--- src/logic/dap_swj_pkg.sv ---
`default_nettype none

package dap_swj_pkg;

    typedef enum logic [1:0] {
        SEQ_OP_SWD_SEQ  = 2'd0,
        SEQ_OP_SWJ_PINS = 2'd1
    } seq_op_t;

    typedef struct packed {
        seq_op_t     op;
        logic [6:0]  bit_len;    // 1..64, unused for pins
        logic [63:0] data;
    } seq_req_t;

    typedef struct packed {
        logic [7:0] data;        // pin readback
    } seq_rsp_t;

    typedef struct packed {
        logic        jtag_mode;
        logic [15:0] wait_retry;
        logic [15:0] match_retry;
        logic [7:0]  turn;
        logic        force_data;
    } swj_cfg_t;

    typedef struct packed {
        logic       en;
        logic [9:0] addr;
        logic [7:0] data;
        logic       last;
        logic [9:0] len;
    } resp_wr_t;

    typedef struct packed {
        logic swj_sequence;
        logic swj_pins;
    } cmd_sel_t;

    localparam logic [7:0] DAP_OK = 8'h00;

    localparam int REG_CR_OFS     = 0;
    localparam int REG_RETRY_OFS  = 1;
    localparam int REG_SWD_CR_OFS = 2;

    localparam int PINS_BITS      = 48;
    localparam int MAX_CHUNK_BITS = 64;

endpackage

`default_nettype wire

--- src/logic/dap_byte_collector.sv ---
`timescale 1ns/100ps
`default_nettype none

module dap_byte_collector (
    input  wire         clk,
    input  wire         resetn,
    input  wire         start,
    input  wire  [6:0]  bits,
    input  wire         in_valid,
    input  wire  [7:0]  in_data,
    input  wire         owner_active,
    output logic        in_ready,
    output logic [63:0] data,
    output logic        finish
);
    logic [7:0] bits_up;
    logic [3:0] need;
    logic [3:0] need_q;
    logic [3:0] idx;
    logic [3:0] idx_q;
    logic       finish_q;
    logic       take;

    assign bits_up  = {1'b0, bits} + 8'd7;
    assign need     = start ? bits_up[6:3] : need_q;   // bytes owed
    assign idx      = start ? 4'd0 : idx_q;
    assign in_ready = owner_active && (!finish_q || start);
    assign take     = in_valid && in_ready;
    assign finish   = finish_q && !start;

    always_ff @(posedge clk or negedge resetn) begin
        if (!resetn) begin
            idx_q    <= '0;
            need_q   <= '0;
            finish_q <= 1'b1;
        end else if (!owner_active) begin
            finish_q <= 1'b1;                         // no command, nothing owed
        end else begin
            if (start) begin
                idx_q    <= '0;
                need_q   <= need;
                finish_q <= 1'b0;
            end
            if (take) begin
                idx_q <= idx + 4'd1;
                if (idx + 4'd1 >= need) begin
                    finish_q <= 1'b1;
                end
            end
        end
    end

    // little-endian; untouched bytes stay zero
    always_ff @(posedge clk) begin
        if (start) begin
            data <= '0;
        end
        if (take) begin
            data[{idx[2:0], 3'b000} +: 8] <= in_data;
        end
    end

    a_idx_range: assert property (@(posedge clk) disable iff (!resetn) take |-> idx < 4'd8);

endmodule

`default_nettype wire

--- src/logic/dap_resp_writer.sv ---
`timescale 1ns/100ps
`default_nettype none

module dap_resp_writer (
    input  wire                     clk,
    input  wire                     resetn,
    input  wire  dap_swj_pkg::cmd_sel_t start,
    input  wire  dap_swj_pkg::resp_wr_t seq_wr,
    input  wire  dap_swj_pkg::resp_wr_t pins_wr,
    output logic                    ram_write_en,
    output logic [9:0]              ram_write_addr,
    output logic [7:0]              ram_write_data,
    output logic [9:0]              packet_len,
    output dap_swj_pkg::cmd_sel_t   done
);
    dap_swj_pkg::resp_wr_t wr;

    assign wr = start.swj_pins ? pins_wr : seq_wr;   // active handler

    always_ff @(posedge clk or negedge resetn) begin
        if (!resetn) begin
            ram_write_en <= 1'b0;
            packet_len   <= '0;
            done         <= '0;
        end else begin
            ram_write_en <= wr.en;
            done         <= dap_swj_pkg::cmd_sel_t'(done & start);   // clears as start drops
            if (wr.en && wr.last) begin
                packet_len <= wr.len;
                done       <= start;
            end
        end
    end

    always_ff @(posedge clk) begin
        if (wr.en) begin
            ram_write_addr <= wr.addr;
            ram_write_data <= wr.data;
        end
    end

    a_start_onehot: assert property (@(posedge clk) disable iff (!resetn) $onehot0(start));
    a_one_writer: assert property (@(posedge clk) disable iff (!resetn)
        !(seq_wr.en && pins_wr.en));

endmodule

`default_nettype wire

--- src/logic/dap_swj.sv ---
`timescale 1ns/100ps
`default_nettype none

module dap_swj #(
    parameter int                    ADDR_WIDTH = 12,
    parameter logic [ADDR_WIDTH-1:0] BASE_ADDR  = '0
) (
    input  wire                     clk,
    input  wire                     resetn,
    input  wire                     wr_en,
    input  wire                     rd_en,
    input  wire  [ADDR_WIDTH-1:0]   addr,
    input  wire  [31:0]             wdata,
    input  wire  [3:0]              byte_en,
    input  wire  dap_swj_pkg::cmd_sel_t start,
    input  wire                     in_valid,
    input  wire  [7:0]              in_data,
    input  wire                     seq_rsp_valid,
    input  wire  dap_swj_pkg::seq_rsp_t seq_rsp,
    output logic [31:0]             rdata,
    output dap_swj_pkg::swj_cfg_t   cfg,
    output logic                    swd_mode,
    output logic                    in_ready,
    output logic                    seq_req_valid,
    output dap_swj_pkg::seq_req_t   seq_req,
    output logic                    ram_write_en,
    output logic [9:0]              ram_write_addr,
    output logic [7:0]              ram_write_data,
    output logic [9:0]              packet_len,
    output dap_swj_pkg::cmd_sel_t   done
);
    logic                  sq_in_ready, pn_in_ready;
    logic                  sq_coll_start, pn_coll_start;
    logic [6:0]            sq_coll_bits, pn_coll_bits;
    logic                  sq_req_valid, pn_req_valid;
    dap_swj_pkg::seq_req_t sq_req, pn_req;
    dap_swj_pkg::resp_wr_t sq_wr, pn_wr;
    logic                  coll_ready, coll_finish;
    logic [63:0]           coll_data;

    // idle handler drives zeros
    assign in_ready      = sq_in_ready | pn_in_ready;
    assign seq_req_valid = sq_req_valid | pn_req_valid;
    assign seq_req       = dap_swj_pkg::seq_req_t'(sq_req | pn_req);
    assign swd_mode      = ~cfg.jtag_mode;

    dap_swj_regs #(.ADDR_WIDTH(ADDR_WIDTH), .BASE_ADDR(BASE_ADDR)) i_regs (
        .clk, .resetn, .wr_en, .rd_en, .addr, .wdata, .byte_en, .rdata, .cfg
    );

    dap_byte_collector i_collector (
        .clk, .resetn,
        .start(sq_coll_start | pn_coll_start), .bits(sq_coll_bits | pn_coll_bits),
        .in_valid, .in_data, .owner_active(start.swj_sequence | start.swj_pins),
        .in_ready(coll_ready), .data(coll_data), .finish(coll_finish)
    );

    dap_swj_sequence i_sequence (
        .clk, .resetn, .start(start.swj_sequence), .in_valid, .in_data,
        .coll_ready, .coll_data, .coll_finish, .seq_rsp_valid,
        .in_ready(sq_in_ready), .coll_start(sq_coll_start), .coll_bits(sq_coll_bits),
        .seq_req_valid(sq_req_valid), .seq_req(sq_req), .resp(sq_wr)
    );

    dap_swj_pins i_pins (
        .clk, .resetn, .start(start.swj_pins), .coll_ready, .coll_data, .coll_finish,
        .seq_rsp_valid, .seq_rsp,
        .in_ready(pn_in_ready), .coll_start(pn_coll_start), .coll_bits(pn_coll_bits),
        .seq_req_valid(pn_req_valid), .seq_req(pn_req), .resp(pn_wr)
    );

    dap_resp_writer i_resp (
        .clk, .resetn, .start, .seq_wr(sq_wr), .pins_wr(pn_wr),
        .ram_write_en, .ram_write_addr, .ram_write_data, .packet_len, .done
    );

endmodule

`default_nettype wire

--- src/logic/dap_swj_pins.sv ---
`timescale 1ns/100ps
`default_nettype none

module dap_swj_pins (
    input  wire                     clk,
    input  wire                     resetn,
    input  wire                     start,
    input  wire                     coll_ready,
    input  wire  [63:0]             coll_data,
    input  wire                     coll_finish,
    input  wire                     seq_rsp_valid,
    input  wire  dap_swj_pkg::seq_rsp_t seq_rsp,
    output logic                    in_ready,
    output logic                    coll_start,
    output logic [6:0]              coll_bits,
    output logic                    seq_req_valid,
    output dap_swj_pkg::seq_req_t   seq_req,
    output dap_swj_pkg::resp_wr_t   resp
);
    typedef enum logic [1:0] {S_START, S_COLLECT, S_WAIT, S_DONE} state_t;

    state_t state;

    assign in_ready = start && coll_ready;

    always_ff @(posedge clk or negedge resetn) begin
        if (!resetn) begin
            state         <= S_START;
            coll_start    <= 1'b0;
            coll_bits     <= '0;
            seq_req_valid <= 1'b0;
            seq_req       <= '0;
            resp          <= '0;
        end else if (!start) begin
            state         <= S_START;
            coll_start    <= 1'b0;
            coll_bits     <= '0;
            seq_req_valid <= 1'b0;
            seq_req       <= '0;
            resp          <= '0;
        end else begin
            coll_start    <= 1'b0;
            seq_req_valid <= 1'b0;
            resp.en       <= 1'b0;
            case (state)
                S_START: begin
                    coll_start <= 1'b1;
                    coll_bits  <= 7'(dap_swj_pkg::PINS_BITS);  // output, select, wait
                    state      <= S_COLLECT;
                end
                S_COLLECT: if (coll_finish) begin
                    seq_req_valid   <= 1'b1;
                    seq_req.op      <= dap_swj_pkg::SEQ_OP_SWJ_PINS;
                    seq_req.bit_len <= '0;
                    seq_req.data    <= 64'(coll_data[dap_swj_pkg::PINS_BITS-1:0]);
                    state           <= S_WAIT;
                end
                S_WAIT: if (seq_rsp_valid) begin
                    resp  <= '{en: 1'b1, addr: 10'd0, data: seq_rsp.data,
                               last: 1'b1, len: 10'd1};
                    state <= S_DONE;
                end
                default: ;
            endcase
        end
    end

endmodule

`default_nettype wire

--- src/logic/dap_swj_regs.sv ---
`timescale 1ns/100ps
`default_nettype none

module dap_swj_regs #(
    parameter int                    ADDR_WIDTH = 12,
    parameter logic [ADDR_WIDTH-1:0] BASE_ADDR  = '0
) (
    input  wire                    clk,
    input  wire                    resetn,
    input  wire                    wr_en,
    input  wire                    rd_en,
    input  wire [ADDR_WIDTH-1:0]   addr,
    input  wire [31:0]             wdata,
    input  wire [3:0]              byte_en,
    output logic [31:0]            rdata,
    output dap_swj_pkg::swj_cfg_t  cfg
);
    logic [ADDR_WIDTH-1:0] rel_addr;
    logic [ADDR_WIDTH-3:0] word;
    logic                  hit_cr;
    logic                  hit_retry;
    logic                  hit_swd;
    logic                  jtag_mode;
    logic [31:0]           retry;      // match in high half
    logic [8:0]            swd_cr;

    assign rel_addr  = addr - BASE_ADDR;
    assign word      = rel_addr[ADDR_WIDTH-1:2];
    assign hit_cr    = word == (ADDR_WIDTH-2)'(dap_swj_pkg::REG_CR_OFS);
    assign hit_retry = word == (ADDR_WIDTH-2)'(dap_swj_pkg::REG_RETRY_OFS);
    assign hit_swd   = word == (ADDR_WIDTH-2)'(dap_swj_pkg::REG_SWD_CR_OFS);

    always_ff @(posedge clk or negedge resetn) begin
        if (!resetn) begin
            jtag_mode <= 1'b0;
            retry     <= '0;
            swd_cr    <= '0;
        end else if (wr_en) begin
            if (hit_cr && byte_en[0]) begin
                jtag_mode <= wdata[0];
            end
            for (int b = 0; b < 4; b++) begin
                if (hit_retry && byte_en[b]) begin
                    retry[b*8 +: 8] <= wdata[b*8 +: 8];
                end
            end
            if (hit_swd && byte_en[0]) begin
                swd_cr[7:0] <= wdata[7:0];    // turnaround
            end
            if (hit_swd && byte_en[1]) begin
                swd_cr[8] <= wdata[8];        // force data phase
            end
        end
    end

    always_comb begin
        rdata = '0;
        if (rd_en && hit_cr) begin
            rdata = {31'd0, jtag_mode};
        end else if (rd_en && hit_retry) begin
            rdata = retry;
        end else if (rd_en && hit_swd) begin
            rdata = {23'd0, swd_cr};
        end
    end

    assign cfg.jtag_mode   = jtag_mode;
    assign cfg.wait_retry  = retry[15:0];
    assign cfg.match_retry = retry[31:16];
    assign cfg.turn        = swd_cr[7:0];
    assign cfg.force_data  = swd_cr[8];

    a_no_rd_wr: assert property (@(posedge clk) disable iff (!resetn) !(wr_en && rd_en));

endmodule

`default_nettype wire

--- src/logic/dap_swj_sequence.sv ---
`timescale 1ns/100ps
`default_nettype none

module dap_swj_sequence (
    input  wire                     clk,
    input  wire                     resetn,
    input  wire                     start,
    input  wire                     in_valid,
    input  wire  [7:0]              in_data,
    input  wire                     coll_ready,
    input  wire  [63:0]             coll_data,
    input  wire                     coll_finish,
    input  wire                     seq_rsp_valid,
    output logic                    in_ready,
    output logic                    coll_start,
    output logic [6:0]              coll_bits,
    output logic                    seq_req_valid,
    output dap_swj_pkg::seq_req_t   seq_req,
    output dap_swj_pkg::resp_wr_t   resp
);
    typedef enum logic [1:0] {S_COUNT, S_COLLECT, S_WAIT, S_DONE} state_t;

    state_t     state;
    logic [8:0] rem_q;       // bits left, chunk in flight included
    logic [8:0] rem_in;
    logic [8:0] rem_left;
    logic [8:0] rem_sel;
    logic [6:0] chunk;

    assign rem_in   = (in_data == 8'd0) ? 9'd256 : {1'b0, in_data};
    assign rem_left = rem_q - {2'b00, coll_bits};
    assign rem_sel  = (state == S_COUNT) ? rem_in : rem_left;
    assign chunk    = (rem_sel > 9'(dap_swj_pkg::MAX_CHUNK_BITS)) ?
                      7'(dap_swj_pkg::MAX_CHUNK_BITS) : rem_sel[6:0];
    assign in_ready = start && (state == S_COUNT || coll_ready);

    always_ff @(posedge clk or negedge resetn) begin
        if (!resetn) begin
            state         <= S_COUNT;
            rem_q         <= '0;
            coll_start    <= 1'b0;
            coll_bits     <= '0;
            seq_req_valid <= 1'b0;
            seq_req       <= '0;
            resp          <= '0;
        end else if (!start) begin
            state         <= S_COUNT;
            coll_start    <= 1'b0;
            coll_bits     <= '0;
            seq_req_valid <= 1'b0;
            seq_req       <= '0;
            resp          <= '0;
        end else begin
            coll_start    <= 1'b0;
            seq_req_valid <= 1'b0;
            resp.en       <= 1'b0;
            case (state)
                S_COUNT: if (in_valid) begin
                    rem_q      <= rem_in;
                    coll_start <= 1'b1;
                    coll_bits  <= chunk;
                    state      <= S_COLLECT;
                end
                S_COLLECT: if (coll_finish) begin
                    seq_req_valid   <= 1'b1;
                    seq_req.op      <= dap_swj_pkg::SEQ_OP_SWD_SEQ;
                    seq_req.bit_len <= coll_bits;
                    seq_req.data    <= coll_data;
                    rem_q           <= rem_left;
                    if (rem_left != 9'd0) begin   // gather next chunk meanwhile
                        coll_start <= 1'b1;
                        coll_bits  <= chunk;
                    end
                    state <= S_WAIT;
                end
                S_WAIT: if (seq_rsp_valid) begin
                    if (rem_q == 9'd0) begin
                        resp  <= '{en: 1'b1, addr: 10'd0, data: dap_swj_pkg::DAP_OK,
                                   last: 1'b1, len: 10'd1};
                        state <= S_DONE;
                    end else begin
                        state <= S_COLLECT;
                    end
                end
                default: ;
            endcase
        end
    end

endmodule

`default_nettype wire

--- config.mk ---
export PLATFORM = sky130hd
export DESIGN_NAME = dap_swj
export DESIGN_NICKNAME = d
export VERILOG_FILES = /design/src/logic/dap_swj_pkg.sv /design/src/logic/dap_byte_collector.sv /design/src/logic/dap_resp_writer.sv /design/src/logic/dap_swj.sv /design/src/logic/dap_swj_pins.sv /design/src/logic/dap_swj_regs.sv /design/src/logic/dap_swj_sequence.sv
export SDC_FILE = /design/constraint.sdc
export NUM_CORES = 1
export LEC_CHECK = 0
export BUFFER_PORTS_ARGS = -buffer_cell sky130_fd_sc_hd__buf_2
export CAP_MARGIN = 20
export CORE_MARGIN = 3
export CORE_UTILIZATION = 37
export CTS_CLUSTER_DIAMETER = 200
export CTS_CLUSTER_SIZE = 12
export DETAILED_ROUTE_END_ITERATION = 6
export GPL_ROUTABILITY_DRIVEN = 1
export SLEW_MARGIN = 25
export SYNTH_ARGS = -nofsm -noshare
export SYNTH_HDL_FRONTEND = slang
export SYNTH_SLANG_ARGS = --single-unit
--- constraint.sdc ---
create_clock -name clk -period 9.3 [get_ports clk]
set_input_delay 0.93 -clock clk [delete_from_list [all_inputs] [get_ports clk]]
set_output_delay 0.93 -clock clk [all_outputs]
set_load 0.02 [all_outputs]
==> metrics.csv <==
stage;metric;value;unit
timing;Final setup viols;0;
timing;RSZ-0062 raised after global routing;false;
synth;leading area contributor after synthesis;dfrtp_1;
floorplan;initial core utilization;38.2;%
cells_and_area;design area;0.0147;mm^2
status;status;finished, final reports clean;
clocking;Post-CTS Hold Buffers;0;
setup_path;CP delay by family, top;simple AND/OR/NAND/NOR gates;
timing;minimum clock period;3630;ps
placed_design;gpl congestion;0.830;
floorplan;Chip Width;191;um
timing;Max transition margin;32.5;%
synth;post-synth top area share;41.9;%
global_route;largest net degree at the start of global routing;87;
synth;Warnings, synthesis;0;
pwr;pwr/cell area;226;mW/mm^2
cells_and_area;layout cells sized above 1;26.0;%
clocking;H-tree levels;1;
clocking;Post-CTS Resized;0;
timing;Final Cycle Share;39.1;%
placed_design;dpl hpwl;21.5;mm
routing;vias per cell;5.00;
placed_design;Place WS;5440;ps
synth;Netlist cell types;65;
setup_path;CP most frequent cell;ha_1;
timing;Hold WS;342;ps
cells_and_area;# nets final;1556;
global_route;total gr overflow;0;
synth;post-synthesis cell count;1297;
clocking;setup bufs post-CTS;0;
global_route;vias in the first global route;9541;
synth;#FFs+latches synth;284;
clocking;Clock Sink Count;284;
clocking;CTS Buffer Depth;3;
synth;largest cells by area after synthesis;dfrtp_1 42%, dfxtp_1 10%, nand2_1 8.2%;
pwr;leakage;7.13;nW
timing;clock skew;9.59;ps
cells_and_area;FILL cells;3238;
run;Max-cap violations;0;
setup_path;critical path arrival;4030;ps
synth;EDFF count, synth;8;
routing;via count;9631;
cells_and_area;Ant. Diodes;0;
routing;DRC errors left;0;
synth;sequential area share after synthesis;54.1;%
setup_path;crit end category;flop;
clocking;TritonCTS clock tree;built;
synth;most common cell in the synthesized netlist;nand2_1;
cells_and_area;area grow syn2layout;16.3;%
synth;Synth async-reset ratio;74.6;%
synth;Main synth FF type;dfrtp_1;
placed_design;Post-Place Cell Area;0.0139;mm^2
setup_path;CP cell instances;nor2_4 > buf_4 > nand2_1 > ha_1 > ha_1 > nor3_1 > nand4b_1 > nand3_1 > o21ai_0;
setup_path;Crit Path Class;reg -> reg;
routing;Antenna Nets Post-Route;0;
routing;DR iter-0 viols;555;
setup_path;startpoint types;flop;
global_route;first-pass GRT wire length;52.7;mm
timing;final setup margin;5670;ps
global_route;initial antenna violation count;0;
timing;f_max;0.275;GHz
routing;1st-pass router iterations;5;
floorplan;I/O pins;253;
pwr;VDD IR max;0.000153;V
timing;Slew Viols, Final;0;
clocking;CTS clk-pin slew, worst paths;60;ps
setup_path;CP max-delay cell;buf_4;
placed_design;# port buffers;230;
clocking;root buffer cell;clkbuf_16;
synth;post-synthesis cell area;0.0126;mm^2
global_route;total global routing track utilization;18.0;%
floorplan;row cnt;66;
floorplan;DIE AREA;0.0363;mm^2
timing;worst slew pin tran;1010;ps
clocking;Skew-Pair Late Insertion Delay;540;ps
timing;Fin. Hold Viols;0;
setup_path;largest stage delay on the critical path;640;ps
setup_path;Buf/Inv on CP;1;
synth;average cell area after synthesis;9.73;um^2
synth;top cells by count, synth;276 x nand2_1, 211 x dfrtp_1, 99 x a21oi_1;
routing;Routed Wire Length;33.0;mm
routing;post-DR wirelength/cell;17.2;um
floorplan;die height;191;um
min_path;HP Class;in -> async;
setup_path;Max FO, Critical Path;77;
clocking;CTS buffer count;27;
floorplan;core area;0.0330;mm^2
timing;Setup TNS Final;0;ps
setup_path;Worst EP required;9700;ps
final cells by class:
type / count / area (um^2) / area share (%)
flip-flops and latches: 284 / 6830 / 46.5
well taps: 442 / 553 / 3.77
multi-input cells: 880 / 5150 / 35.1
clock buffers: 49 / 779 / 5.31
inverters: 29 / 109 / 0.742
repair buffers: 241 / 1240 / 8.48
clock inverters: 1 / 8.76 / 0.0597
per-layer routing:
metal | global-route usage, % | up-vias | share of wire (%)
met5 | 0 | - | 0
met4 | 4.60 | 0 | 2.3
met3 | 2.37 | 46 | 4.9
met2 | 30.5 | 237 | 47
met1 | 24.5 | 4674 | 45
li1 | - | 4674 | -
layout by cell type (no fill, tap or decap), drive strengths merged, types with 6 or more instances in the layout:
| cell type | n |
|---|---|
| or2 | 52 |
| nor3 | 10 |
| ha | 20 |
| conb | 20 |
| a21boi | 9 |
| a21oi | 99 |
| xnor2 | 6 |
| o21ai | 84 |
| nor2 | 44 |
| and2 | 37 |
| nor4 | 8 |
| clkbuf | 49 |
| inv | 30 |
| mux2i | 9 |
| mux2 | 44 |
| buf | 241 |
| dfxtp | 64 |
| and3 | 7 |
| nand2 | 276 |
| nand3 | 36 |
| dfrtp | 211 |
| a22o | 58 |
| edfxtp | 8 |
| a21o | 7 |
metrics by stage:
step           utilization, %  instances  total power, mW
2_1_floorplan               -       1316             2.07
3_3_place_gp             42.0       1876             2.29
3_5_place_dp             42.0       1876             2.31
4_1_cts                  44.4       1926             3.35
5_1_grt                  44.4       1926             3.51
6_report                 44.4       1926             3.31
flip-flops by register name (all words and copies together) (netlist names), 4 cells and up:
name,flops
i_resp.ram_write_data,8
i_sequence.coll_bits,7
i_collector.data,64
i_regs.retry,32
i_collector.need_q,4
i_collector.idx_q,4
i_regs.swd_cr,9
i_pins.seq_req,49
i_sequence.rem_q,9
i_sequence.seq_req,71
i_pins.resp,10
final timing paths:
check                           slack, ps                endpoint            startpoint  cells after the start
worst max-delay path                 5670    i_collector.data[49]     i_pins.coll_start                      9
worst min-delay path                  340  i_sequence.seq_req[13]                resetn                      1
worst max register to register       5670    i_collector.data[49]     i_pins.coll_start                      9
worst min register to register        450  i_sequence.seq_req[55]  i_collector.data[55]                      2
max in group asynchronous            7540      i_pins.seq_req[20]                resetn                      2
min in group clk                      450  i_sequence.seq_req[55]  i_collector.data[55]                      2
kinds of logic (layout without fill, tap and decap cells):
logic type               count (synthesis)  count (layout)  synth area share [%]
adder cells (fa/ha/maj)                 21              21                  2.14
multiplexers                            53              53                  4.64
AO/OA/AOI/OAI                          287             287                  14.4
buffers and inverters                  152             320                  5.97
XOR/XNOR                                 9               9                 0.744
flip-flops                             284             284                  54.1
AND/OR/NAND/NOR                        490             490                  17.9
other                                    1              20                0.0297
where the power goes:
group          internal [mW]  total (mW)  switching [mW]
combinational          0.287       0.867           0.580
clock                  0.562        1.02           0.462
sequential              1.34        1.42          0.0841
Power figures use the tool's default switching activity.
